File: config.mk
export PLATFORM = sky130hd
export DESIGN_NAME = rom_loader_top
export DESIGN_NICKNAME = d
export VERILOG_FILES = /design/src/hw/rom_loader_pkg.sv /design/src/hw/rom_loader_top.sv /design/src/hw/mapper_flags_decode.sv /design/src/hw/ines_loader.sv /design/src/hw/rom_byte_fetch.sv /design/src/hw/word_byte_fifo.sv /design/src/hw/boot_word_intake.sv
export SDC_FILE = /design/constraint.sdc
export NUM_CORES = 1
export LEC_CHECK = 0
export BUFFER_PORTS_ARGS = -buffer_cell sky130_fd_sc_hd__buf_4
export CAP_MARGIN = 20
export CELL_PAD_IN_SITES_DETAIL_PLACEMENT = 2
export CELL_PAD_IN_SITES_GLOBAL_PLACEMENT = 2
export CORE_ASPECT_RATIO = 0.75
export CORE_MARGIN = 2
export CORE_UTILIZATION = 42
export CTS_CLUSTER_DIAMETER = 50
export DETAILED_ROUTE_END_ITERATION = 10
export PLACE_DENSITY_LB_ADDON = 0.1
export SLEW_MARGIN = 20
export SYNTH_ARGS = -nofsm -noshare
export SYNTH_HDL_FRONTEND = slang
export SYNTH_HIERARCHICAL = 1
export SYNTH_SLANG_ARGS = --single-unit
File: constraint.sdc
create_clock -name clk -period 8.7 [get_ports clk]
set_clock_uncertainty 0.1 [all_clocks]
set_input_delay 1.74 -clock clk [delete_from_list [all_inputs] [get_ports clk]]
set_output_delay 1.74 -clock clk [all_outputs]
set_load 0.02 [all_outputs]
File: src/hw/rom_loader_pkg.sv
// Shared constants and types for the ROM download path; addresses assume a 22-bit byte space
package rom_loader_pkg;

	// ----------------------------------------
	// Widths
	// ----------------------------------------
	localparam int MEM_ADDR_W  = 22;  // Byte address into ROM memory
	localparam int BOOT_WORD_W = 32;  // Host boot word
	localparam int FLAGS_W     = 32;  // Mapper flags word
	localparam int HDR_BYTES   = 16;  // iNES / FDS header length

	// ----------------------------------------
	// Load addresses
	// ----------------------------------------
	localparam logic [MEM_ADDR_W-1:0] PRG_BASE       = 22'h000000;
	localparam logic [MEM_ADDR_W-1:0] CHR_BASE       = 22'h200000;  // Bit 21
	localparam logic [MEM_ADDR_W-1:0] FDS_SKIP_BASE  = 22'h010010;  // Disk image, header skipped
	localparam logic [MEM_ADDR_W-1:0] BIOS_SKIP_BASE = 22'h000010;  // BIOS, header skipped
	localparam logic [MEM_ADDR_W-1:0] FDS_RAW_BASE   = 22'h010020;  // Disk image, no header

	// File type as reported by the host
	typedef enum logic [7:0] {
		ROM_NES  = 8'd0,  // NES ROM, or FDS with header
		ROM_BIOS = 8'd2,  // FDS BIOS image
		ROM_FDS  = 8'd3   // Raw FDS disk
	} rom_kind_t;

	// Loader FSM
	typedef enum logic [2:0] {
		LS_HEADER,  // Collecting 16 header bytes
		LS_PRG,     // Counted PRG payload
		LS_CHR,     // Counted CHR payload
		LS_BAD,     // Unknown file
		LS_RAW      // Everything until the host stops
	} load_state_t;

	// ----------------------------------------
	// Mapper flags layout
	// ----------------------------------------
	localparam int FLG_MAPPER_LSB   = 0;   // 8 bits
	localparam int FLG_PRG_LSB      = 8;   // 3 bits
	localparam int FLG_CHR_LSB      = 11;  // 3 bits
	localparam int FLG_MIRROR_BIT   = 14;
	localparam int FLG_CHR_RAM_BIT  = 15;
	localparam int FLG_FOUR_SCR_BIT = 16;
	localparam int FLG_EXT_LSB      = 17;  // 8 bits, iNES 2.0 byte 8
	// Bits 31..25 stay zero

endpackage
File: src/hw/rom_loader_top.sv
// ROM download top; single clock, host_run_i marks the end of the file and must stay high
`timescale 1ns/1ps

module rom_loader_top #(
	parameter int FIFO_WORDS  = 16,  // Power of two
	parameter int BYTE_PERIOD = 16   // Power of two
) (
	input  logic                                clk,
	input  logic                                host_reset_loader,
	input  logic [rom_loader_pkg::BOOT_WORD_W-1:0] boot_data_i,
	input  logic                                boot_req_i,
	output logic                                boot_ack_o,
	input  rom_loader_pkg::rom_kind_t           file_kind_i,
	input  logic                                host_run_i,
	output logic [rom_loader_pkg::MEM_ADDR_W-1:0]  mem_addr_o,
	output logic [7:0]                          mem_data_o,
	output logic                                mem_write_o,
	output logic [rom_loader_pkg::FLAGS_W-1:0]  flags_o,
	output logic                                done_o,
	output logic                                error_o,
	output logic                                downloading_o
);

	import rom_loader_pkg::*;

	logic                      fifo_wr;
	logic [BOOT_WORD_W-1:0]    fifo_word;
	logic                      fifo_full;
	logic                      fifo_rd;
	logic [7:0]                fifo_byte;
	logic                      fifo_empty;
	logic                      byte_stb;
	logic [7:0]                byte_data;
	logic [HDR_BYTES-1:0][7:0] header;

	// ----------------------------------------
	// Producer, buffer, consumer
	// ----------------------------------------
	boot_word_intake i_boot_word_intake (
		.clk, .host_reset_loader,
		.boot_data_i, .boot_req_i, .boot_ack_o,
		.fifo_full_i (fifo_full), .fifo_wr_o (fifo_wr), .fifo_word_o (fifo_word)
	);

	word_byte_fifo #(.FIFO_WORDS(FIFO_WORDS)) i_word_byte_fifo (
		.clk, .host_reset_loader,
		.wr_en_i (fifo_wr), .wr_word_i (fifo_word), .full_o (fifo_full),
		.rd_en_i (fifo_rd), .rd_byte_o (fifo_byte), .empty_o (fifo_empty)
	);

	rom_byte_fetch #(.BYTE_PERIOD(BYTE_PERIOD)) i_rom_byte_fetch (
		.clk, .host_reset_loader,
		.fifo_empty_i (fifo_empty), .fifo_rd_o (fifo_rd), .fifo_byte_i (fifo_byte),
		.loader_done_i (done_o), .host_run_i,
		.byte_stb_o (byte_stb), .byte_data_o (byte_data), .downloading_o
	);

	ines_loader i_ines_loader (
		.clk, .host_reset_loader, .file_kind_i,
		.downloading_i (downloading_o), .byte_stb_i (byte_stb), .byte_data_i (byte_data),
		.mem_addr_o, .mem_data_o, .mem_write_o,
		.header_o (header), .done_o, .error_o
	);

	mapper_flags_decode i_mapper_flags_decode (
		.clk, .host_reset_loader,
		.header_i (header), .done_i (done_o), .flags_o
	);

endmodule

File: src/hw/mapper_flags_decode.sv
// Mapper flags from the iNES header; the flags word only changes while the loader reports done
`timescale 1ns/1ps

module mapper_flags_decode (
	input  logic                                     clk,
	input  logic                                     host_reset_loader,
	input  logic [rom_loader_pkg::HDR_BYTES-1:0][7:0] header_i,
	input  logic                                     done_i,
	output logic [rom_loader_pkg::FLAGS_W-1:0]       flags_o
);

	import rom_loader_pkg::*;

	logic               is_nes20;
	logic               is_dirty;
	logic [7:0]         mapper;
	logic [FLAGS_W-1:0] flags_next;

	// Smallest power-of-two code that covers the page count
	function automatic logic [2:0] size_code(input logic [7:0] pages);
		logic [2:0] code;
		code = 3'd7;  // 128 pages and up
		for (int i = 6; i >= 0; i--)
			if (pages <= (8'd1 << i))
				code = 3'(i);
		return code;
	endfunction

	// ----------------------------------------
	// Header checks
	// ----------------------------------------
	assign is_nes20 = (header_i[7][3:2] == 2'b10);

	// Junk in the tail of an iNES 1.0 header, e.g. ripper tags
	always_comb begin
		is_dirty = (header_i[9][7:1] != 7'd0);
		for (int i = 10; i < HDR_BYTES; i++)
			is_dirty = is_dirty || (header_i[i] != 8'h00);
		is_dirty = is_dirty && !is_nes20;
	end

	assign mapper = {is_dirty ? 4'h0 : header_i[7][7:4], header_i[6][7:4]};

	// Flags word
	always_comb begin
		flags_next                         = '0;
		flags_next[FLG_MAPPER_LSB +: 8]    = mapper;
		flags_next[FLG_PRG_LSB +: 3]       = size_code(header_i[4]);
		flags_next[FLG_CHR_LSB +: 3]       = size_code(header_i[5]);
		flags_next[FLG_MIRROR_BIT]         = header_i[6][0];
		flags_next[FLG_CHR_RAM_BIT]        = (header_i[5] == 8'h00);  // No CHR ROM
		flags_next[FLG_FOUR_SCR_BIT]       = header_i[6][3];
		flags_next[FLG_EXT_LSB +: 8]       = is_nes20 ? header_i[8] : 8'h00;
	end

	always_ff @(posedge clk) begin
		if (host_reset_loader)
			flags_o <= '0;
		else if (done_i)
			flags_o <= flags_next;  // One cycle behind done
	end

endmodule

File: src/hw/ines_loader.sv
// iNES/FDS loader; trainers are rejected and payload sizes come from header bytes 4 and 5
`timescale 1ns/1ps

module ines_loader (
	input  logic                                     clk,
	input  logic                                     host_reset_loader,
	input  rom_loader_pkg::rom_kind_t                file_kind_i,
	input  logic                                     downloading_i,
	input  logic                                     byte_stb_i,
	input  logic [7:0]                               byte_data_i,
	output logic [rom_loader_pkg::MEM_ADDR_W-1:0]    mem_addr_o,
	output logic [7:0]                               mem_data_o,
	output logic                                     mem_write_o,
	output logic [rom_loader_pkg::HDR_BYTES-1:0][7:0] header_o,
	output logic                                     done_o,
	output logic                                     error_o
);

	import rom_loader_pkg::*;

	load_state_t                 state;
	logic [3:0]                  ctr;         // Header byte index
	logic [MEM_ADDR_W-1:0]       bytes_left;  // Counted payload remaining
	logic [HDR_BYTES-1:0][7:0]   hdr;
	logic                        nes_sig;
	logic                        fds_sig;
	logic                        counted;

	assign header_o   = hdr;
	assign mem_data_o = byte_data_i;  // Bytes pass straight through

	// Signatures, checked once byte 15 arrives
	assign nes_sig = (hdr[0] == 8'h4E) && (hdr[1] == 8'h45) &&
	                 (hdr[2] == 8'h53) && (hdr[3] == 8'h1A);
	assign fds_sig = (hdr[0] == 8'h46) && (hdr[1] == 8'h44) &&
	                 (hdr[2] == 8'h53) && (hdr[3] == 8'h1A);

	assign counted = (state == LS_PRG || state == LS_CHR) && (bytes_left != '0);

	// Write strobe follows the byte strobe in the same cycle
	assign mem_write_o = byte_stb_i &&
	                     (counted || (downloading_i && (state == LS_HEADER || state == LS_RAW)));

	// ----------------------------------------
	// Load FSM
	// ----------------------------------------
	always_ff @(posedge clk) begin
		if (host_reset_loader) begin
			state      <= LS_HEADER;
			ctr        <= '0;
			bytes_left <= '0;
			done_o     <= 1'b0;
			error_o    <= 1'b0;
			mem_addr_o <= (file_kind_i == ROM_FDS) ? FDS_SKIP_BASE : PRG_BASE;
		end else begin
			unique case (state)
				LS_HEADER: begin
					if (byte_stb_i) begin
						ctr        <= ctr + 4'd1;
						mem_addr_o <= mem_addr_o + 1'b1;
						if (ctr == 4'd15) begin
							if (nes_sig && !hdr[6][2]) begin  // No trainer support
								state      <= LS_PRG;
								mem_addr_o <= PRG_BASE;
								bytes_left <= {hdr[4], 14'd0};  // 16 KiB pages
							end else if (fds_sig) begin
								state      <= LS_RAW;
								mem_addr_o <= FDS_SKIP_BASE;
							end else if (file_kind_i == ROM_BIOS) begin
								state      <= LS_RAW;
								mem_addr_o <= BIOS_SKIP_BASE;
							end else if (file_kind_i == ROM_FDS) begin
								state      <= LS_RAW;
								mem_addr_o <= FDS_RAW_BASE;
							end else begin
								state <= LS_BAD;
							end
						end
					end
				end
				LS_PRG, LS_CHR: begin
					if (bytes_left != '0) begin
						if (byte_stb_i) begin
							bytes_left <= bytes_left - 1'b1;
							mem_addr_o <= mem_addr_o + 1'b1;
						end
					end else if (state == LS_PRG) begin
						state      <= LS_CHR;
						mem_addr_o <= CHR_BASE;
						bytes_left <= {1'b0, hdr[5], 13'd0};  // 8 KiB pages
					end else begin
						done_o <= 1'b1;  // CHR exhausted
					end
				end
				LS_RAW: begin
					if (downloading_i) begin
						if (byte_stb_i)
							mem_addr_o <= mem_addr_o + 1'b1;
					end else begin
						done_o <= 1'b1;
					end
				end
				LS_BAD: begin
					done_o  <= 1'b1;
					error_o <= 1'b1;
				end
				default: state <= LS_BAD;
			endcase
		end
	end

	// ----------------------------------------
	// Header store
	// ----------------------------------------
	always_ff @(posedge clk) begin
		if (state == LS_HEADER && byte_stb_i) begin
			hdr[ctr] <= byte_data_i;
		end else if (state == LS_RAW && !downloading_i) begin
			// Fake header for raw images, mapper 0x14 with CHR RAM
			hdr[4] <= 8'hFF;  // No PRG masking
			hdr[5] <= 8'h00;
			hdr[6] <= 8'h40;
			hdr[7] <= 8'h10;
			for (int i = 8; i < HDR_BYTES; i++)
				hdr[i] <= 8'h00;
		end
	end

endmodule

File: src/hw/rom_byte_fetch.sv
// Paced byte fetch; BYTE_PERIOD must be a power of two, at least 2, and bounds the byte rate
`timescale 1ns/1ps

module rom_byte_fetch #(
	parameter int BYTE_PERIOD = 16
) (
	input  logic       clk,
	input  logic       host_reset_loader,
	input  logic       fifo_empty_i,
	output logic       fifo_rd_o,
	input  logic [7:0] fifo_byte_i,
	input  logic       loader_done_i,
	input  logic       host_run_i,
	output logic       byte_stb_o,
	output logic [7:0] byte_data_o,
	output logic       downloading_o
);

	localparam int CNT_W = $clog2(BYTE_PERIOD);

	logic [CNT_W-1:0] pace_cnt;     // Free running
	logic             end_download; // Host has finished sending

	// Pop only in the last phase of each window
	assign fifo_rd_o = (pace_cnt == CNT_W'(BYTE_PERIOD - 1)) && !fifo_empty_i && !loader_done_i;

	// ----------------------------------------
	// Pacing and strobe
	// ----------------------------------------
	always_ff @(posedge clk) begin
		if (host_reset_loader) begin
			pace_cnt   <= '0;
			byte_stb_o <= 1'b0;
		end else begin
			pace_cnt   <= pace_cnt + 1'b1;
			byte_stb_o <= fifo_rd_o;  // One cycle after pop
		end
	end

	always_ff @(posedge clk) begin
		if (fifo_rd_o)
			byte_data_o <= fifo_byte_i;  // Held until next pop
	end

	// ----------------------------------------
	// Downloading flag
	// ----------------------------------------
	always_ff @(posedge clk) begin
		if (host_reset_loader) begin
			downloading_o <= 1'b1;
			end_download  <= 1'b0;
		end else begin
			if (host_run_i)
				end_download <= 1'b1;  // Sticky
			// Drains the buffer before dropping
			if (end_download && fifo_empty_i)
				downloading_o <= 1'b0;
		end
	end

endmodule

File: src/hw/word_byte_fifo.sv
// Single-clock word-in byte-out FIFO; FIFO_WORDS must be a power of two, at least 2
`timescale 1ns/1ps

module word_byte_fifo #(
	parameter int FIFO_WORDS = 16
) (
	input  logic                                clk,
	input  logic                                host_reset_loader,
	input  logic                                wr_en_i,
	input  logic [rom_loader_pkg::BOOT_WORD_W-1:0] wr_word_i,
	output logic                                full_o,
	input  logic                                rd_en_i,
	output logic [7:0]                          rd_byte_o,
	output logic                                empty_o
);

	import rom_loader_pkg::*;

	localparam int AW = $clog2(FIFO_WORDS);

	logic [BOOT_WORD_W-1:0] mem [FIFO_WORDS];
	logic [AW:0]            wr_ptr;  // Extra bit tells wrap
	logic [AW:0]            rd_ptr;
	logic [1:0]             lane;    // Byte within current word, 3 is MSB
	logic                   do_wr;
	logic                   do_rd;

	// ----------------------------------------
	// Status
	// ----------------------------------------
	assign empty_o = (wr_ptr == rd_ptr);
	assign full_o  = (wr_ptr[AW] != rd_ptr[AW]) &&
	                 (wr_ptr[AW-1:0] == rd_ptr[AW-1:0]);

	assign do_wr = wr_en_i && !full_o;   // Overflow dropped
	assign do_rd = rd_en_i && !empty_o;  // Underflow ignored

	// Show-ahead byte, MSB first
	assign rd_byte_o = mem[rd_ptr[AW-1:0]][lane*8 +: 8];

	// Word store
	always_ff @(posedge clk) begin
		if (do_wr)
			mem[wr_ptr[AW-1:0]] <= wr_word_i;
	end

	// ----------------------------------------
	// Pointers
	// ----------------------------------------
	always_ff @(posedge clk) begin
		if (host_reset_loader) begin
			wr_ptr <= '0;
			rd_ptr <= '0;
			lane   <= 2'd3;
		end else begin
			if (do_wr)
				wr_ptr <= wr_ptr + 1'b1;
			if (do_rd) begin
				if (lane == 2'd0) begin
					// Last byte of the word gone, free the slot
					rd_ptr <= rd_ptr + 1'b1;
					lane   <= 2'd3;
				end else begin
					lane <= lane - 2'd1;
				end
			end
		end
	end

endmodule

File: src/hw/boot_word_intake.sv
// Host word intake; the host must hold data stable while req is high and drop req after ack
`timescale 1ns/1ps

module boot_word_intake (
	input  logic                                clk,
	input  logic                                host_reset_loader,
	input  logic [rom_loader_pkg::BOOT_WORD_W-1:0] boot_data_i,
	input  logic                                boot_req_i,
	output logic                                boot_ack_o,
	input  logic                                fifo_full_i,
	output logic                                fifo_wr_o,
	output logic [rom_loader_pkg::BOOT_WORD_W-1:0] fifo_word_o
);

	// Two phases, accept then recover
	typedef enum logic {
		BI_IDLE,  // Waiting for a request
		BI_ACK    // Ack and write out, then back to idle
	} intake_state_t;

	intake_state_t state;

	// ----------------------------------------
	// Acceptance FSM
	// ----------------------------------------
	always_ff @(posedge clk) begin
		if (host_reset_loader) begin
			state      <= BI_IDLE;
			boot_ack_o <= 1'b0;
			fifo_wr_o  <= 1'b0;
		end else begin
			unique case (state)
				BI_IDLE: begin
					// Room in the buffer? otherwise the word just waits
					if (boot_req_i && !fifo_full_i) begin
						boot_ack_o <= 1'b1;
						fifo_wr_o  <= 1'b1;
						state      <= BI_ACK;
					end else begin
						boot_ack_o <= 1'b0;
						fifo_wr_o  <= 1'b0;
					end
				end
				BI_ACK: begin
					boot_ack_o <= 1'b0;  // Single cycle pulse
					fifo_wr_o  <= 1'b0;
					state      <= BI_IDLE;  // One dead cycle lets req drop
				end
			endcase
		end
	end

	// Word register, loaded on acceptance
	always_ff @(posedge clk) begin
		if (state == BI_IDLE && boot_req_i && !fifo_full_i)
			fifo_word_o <= boot_data_i;
	end

endmodule

Word-level counts from Yosys, hierarchy flattened. Memories as Yosys holds them, arrays and structs flattened. A register that Yosys moved wholly into a read port is not among the register bits. Index checks and enable logic that the tools add are counted.

Bitwise gates (word level): 2. Reduce and logical (&&, ||, !) cells: 61. Add/sub/neg operators: 7. Shift-type cells: 1. Equality and inequality tests: 30. Order comparisons: 16. Mux-type cells: 61.

Operators with widths (number): 22-bit two-way mux (17); 96-bit two-way mux (2); 128-bit bitwise mux (1); 22-bit case mux with 3 select lines (1); 3-bit two-way mux (16); 8-bit nonzero test (6); 22-bit case mux with 2 select lines (1); 8-bit by 7-bit equality test with 1-bit output, second input constant (5); 8-bit demux with 4-bit select (1); 32-bit by 6-bit indexed part select with 8-bit output (1); 1-bit logical AND (23); 22-bit by 1-bit adder with 22-bit output, second input constant (1); 22-bit nonzero test (1); 22-bit by 1-bit subtractor with 22-bit output, second input constant (1); 17-bit two-way mux (1); 8-bit by 2-bit equality test with 1-bit output, second input constant (2); 8-bit by 1-bit less-or-equal comparator with 1-bit output, second input constant (2); 8-bit by 2-bit less-or-equal comparator with 1-bit output, second input constant (2); 8-bit by 3-bit less-or-equal comparator with 1-bit output, second input constant (2); 8-bit by 4-bit less-or-equal comparator with 1-bit output, second input constant (2); 8-bit by 5-bit less-or-equal comparator with 1-bit output, second input constant (2); 8-bit by 6-bit less-or-equal comparator with 1-bit output, second input constant (2); 8-bit by 7-bit less-or-equal comparator with 1-bit output, second input constant (2); 8-bit two-way mux (2); other kinds (40) (82).

Register bits: 266. Output and inout bits: 67. Input port bits: 44. Word-level logic and storage cells: 212. Bits in writable memories: 512. Memories: 1.

Memories: i_word_byte_fifo.mem (depth 16, bits a word 32, read ports 1, clocked after Yosys merged registers in 1, wr ports 1, RTL line word_byte_fifo.sv:21) `logic [BOOT_WORD_W-1:0] mem [FIFO_WORDS];`.

Depth between registers and ports, before layout.
Word-level depth: 10. Gate-level depth with buffers: 10. Gate-level depth less buffers: 8.

Modules after synthesis. The synthesis kept the hierarchy.

Modules (own cells, without submodules): word_byte_fifo (instances 1, area each 20340.8 µm², seq. area each 15695.1 µm², cells each 928); ines_loader (instances 1, area each 9243.9 µm², seq. area each 5124.9 µm², cells each 896); mapper_flags_decode (instances 1, area each 1341.3 µm², seq. area each 500.5 µm², cells each 155); boot_word_intake (instances 1, area each 1011.0 µm², seq. area each 980.9 µm², cells each 36); rom_byte_fetch (instances 1, area each 484.2 µm², seq. area each 380.4 µm², cells each 31).

Worst setup path before layout. Ideal clock, no wire load.

Path kind: register to register. Start: reg i_ines_loader.state[2]. End: reg i_ines_loader.hdr, in the netlist i_ines_loader/header_o[100], enable pin. Buffers on the path: 2. Data required time: 7932 ps. Period minus slack after synthesis: 8132 ps. Setup time: 668 ps. Stages on the path, launching flop included: 5. Data arrival time: 7364 ps. Slack: 568 ps. Path through: dfxtp_1 buf_2 clkbuf_1 o21ai_0 nor3_1.

Cells in the longest elaborated chain, start to end: 3. Elaborated cells between the ends (all ways): 5. Those cells by class: eq/ne (1); reduce/logical (4).

Ends and longest elaborated chain: start: declaration (RTL line ines_loader.sv:21) `load_state_t state;`; start signal: assignment (RTL line ines_loader.sv:49) `state <= LS_HEADER;`; start signal: assignment (RTL line ines_loader.sv:63) `state <= LS_PRG;`; start signal: assignment (RTL line ines_loader.sv:67) `state <= LS_RAW;`; 3-bit equality test or 3-bit logical NOT (tied branches) (RTL line ines_loader.sv:118, ines_loader.sv:116); 1-bit logical AND (on tied branches) (RTL line ines_loader.sv:118, ines_loader.sv:116); 2-bit nonzero test (no line) (*); end signal: indexed assignment (RTL line ines_loader.sv:117) `hdr[ctr] <= byte_data_i;`; end: declaration (RTL line ines_loader.sv:24) `logic [HDR_BYTES-1:0][7:0] hdr;`.

Every way passes the cells marked *; elsewhere a longest branch is shown, timed or not. A chain may end at the register's enable or synchronous reset.

Final worst setup path.
Start: reg i_ines_loader.state[1]. End: out mem_write_o.

Cells in the longest elaborated chain, start to end: 5. Elaborated cells between the ends (all ways): 10. Those cells by class: eq/ne (3); reduce/logical (7).

Ends and longest elaborated chain: 3-bit by 1-bit equality test with 1-bit output (tied with other cells) (RTL line ines_loader.sv:38) `assign counted = (state == LS_PRG || state == LS_CHR) && (bytes_left != '0);`; 1-bit logical OR (on tied branches) (RTL line ines_loader.sv:38, ines_loader.sv:42); 1-bit logical AND (on tied branches) (RTL line ines_loader.sv:38, ines_loader.sv:42); 1-bit logical OR (*) (RTL line ines_loader.sv:42) `(counted || (downloading_i && (state == LS_HEADER || state == LS_RAW)));`; 1-bit logical AND (*) (RTL line ines_loader.sv:41) `assign mem_write_o = byte_stb_i &&`; end: declaration (RTL line rom_loader_top.sv:17) `output logic mem_write_o,`.

Marked as above.

==> impl_results.md <==
* Hold_buf cts at 0
* Synth Warn # at 6
* CP Capture Type: output pin
* Antenna Cells at 0
* Syn_area_per_cell at 15.9 um2
* WL met2 at 47100 um
* CTS tree: yes
* Sum Neg Setup Slack at 0 ps
* Worst Tran Pin Value at 1160 ps
* GP Congestion at 0.782
* Largest buffer count on any clock path at 3
* Min cycle time layout at 5350 ps
* Routed Antenna Nets at 0
* Top-Level Pins at about 110
* Final WL at 97500 um
* Finished Core Util at 48.8%
* Full die area at 79000 um2
* Met3 WL at 5340 um
* CP max FO at 18
* Vias at roughly 19000
* H-tree level count at 3
* Share of cells above drive strength 1 at 21.6%
* Hold Path Class: reg -> reg
* Number of clock sinks at ~800
* Site row count at 87
* Status: finished clean
* Core area at 75500 um2
* Startpoint Class: flop
* Post-DP HPWL at 57100 um
* CP required at 6860 ps
* Final nets at 2199
* Number of global-route vias before repair at 21000
* RSZ-0062 raised after global routing: no
* Max cap viols at 0
* GR Overflow Total at 0
* Hold Fails Final Rpt at 0
* Met1 Wirelength at 43200 um
* Most frequent cells in the layout: edfxtp_1, buf_4, a21oi_1
* Pwr Density at approximately 270 nW/um2
* Drt drc at 0
* Initial Util at a little over two fifths
* Num CTS Buffers at 84
* WS Path Type: reg -> out
* Area delta synth->final at 14.2%
* Number of DRC markers in iteration 0 at 1686
* WP data arrival at 3510 ps
* Max VDD drop at 0.276 mV
* Largest net degree at the start of global routing at ~110
* DR vias/cell at between 6 and 7
* Clock Latency Late Sink at ~670 ps
* Wire length per cell at 30.2 um
* I/O Buffers at 103
* Clock transition at path regs at 60 ps
* Total power at 9.87 mW
* First-pass GRT wire length at 145000 um
* Top Metal Used: met5
* Fin crit share at roughly 61%
* 1st-pass router iterations at 5
* Die X at 324 um
* Lkg Pwr at around 12 nW
* Antenna violations before repair at 1
* Final Max Slew Viols at 0
* Die Y at between 200 and 250 um
* Total GRT Usage at around a quarter
* Mapped Cells at 2030
* Post-CTS Setup Bufs at 0
* FILL cells at 7088
* Most common cell after layout, fill and taps aside: edfxtp_1
* Post-Syn Area at 32200 um2
* Final Setup Violations at 0
* Slew Limit Headroom at between 20% and 30%
* CTS resizes at 0
* CTS root buf: clkbuf_16
* Fmax at 0.187 GHz
==> worst max-delay path: stages (launching register included) <==
cell and delay, ps:
dfxtp_1 750, nand2b_1 230, a21oi_1 790, o21ai_1 580
a21oi_1 320, buf_4 190
==> flip-flops by register name, summed over array words and instances, names as in the netlist, named ones only <==
signal,flops
i_ines_loader/ctr,4
i_boot_word_intake/state,1
i_rom_byte_fetch/pace_cnt,4
i_mapper_flags_decode/flags_o,25
i_rom_byte_fetch/end_download,1
i_ines_loader/error_o,1
i_boot_word_intake/fifo_word_o,32
i_word_byte_fifo/lane,2
i_ines_loader/header_o,124
i_ines_loader/bytes_left,22
i_word_byte_fifo/mem,512
i_rom_byte_fetch/byte_stb_o,1
i_rom_byte_fetch/byte_data_o,8
i_word_byte_fifo/rd_ptr,5
i_ines_loader/state,3
i_ines_loader/done_o,1
i_rom_byte_fetch/downloading_o,1
i_ines_loader/mem_addr_o,22
i_word_byte_fifo/wr_ptr,5
==> routing by layer <==
layer / global-route usage (%) / vias up
li1: - / 8295
met1: 35.5 / 10500
met2: 40.3 / 570
met3: 4.12 / 131
met4: 5.58 / 2
met5: 0 / -
==> cell type report <==
type	count	area, um2	share of cell area [%]
well taps	1023	1280	3.48
clock inverters	45	505	1.37
repair buffers	153	1160	3.15
clock buffers	108	2250	6.12
flip-flops and latches	778	22600	61.3
multi-input cells	1103	8980	24.4
inverters	21	78.8	0.214
==> final timing paths <==
kind	from	end	slack, ps	cells past startpoint
max	i_ines_loader/state[1]	mem_write_o	3350	5
min	i_rom_byte_fetch/end_download	i_rom_byte_fetch/end_download	380	2
min reg2reg	i_rom_byte_fetch/end_download	i_rom_byte_fetch/end_download	380	2
max reg2reg	flop	i_rom_byte_fetch/byte_data_o[4]	5270	6
==> report_power, final <==
group	switching (mW)	internal, mW	leakage [nW]
Combinational	1.21	0.595	3.83
Sequential	0.215	4.23	6.93
Clock	1.56	2.06	1.33
Total	2.98	6.89	12.1
==> through the flow <==
stage,worst slack (ps),instances,instance area (um2),hold slack (ps)
after floorplan,849,2036,32300,315
after global placement,4210,3078,34100,331
after detailed placement,4120,3078,34100,354
after CTS,3430,3231,36800,379
after global routing,3080,3231,36800,412
final,3350,3231,36800,375
No activity file was read; power rests on OpenSTA's default activity.
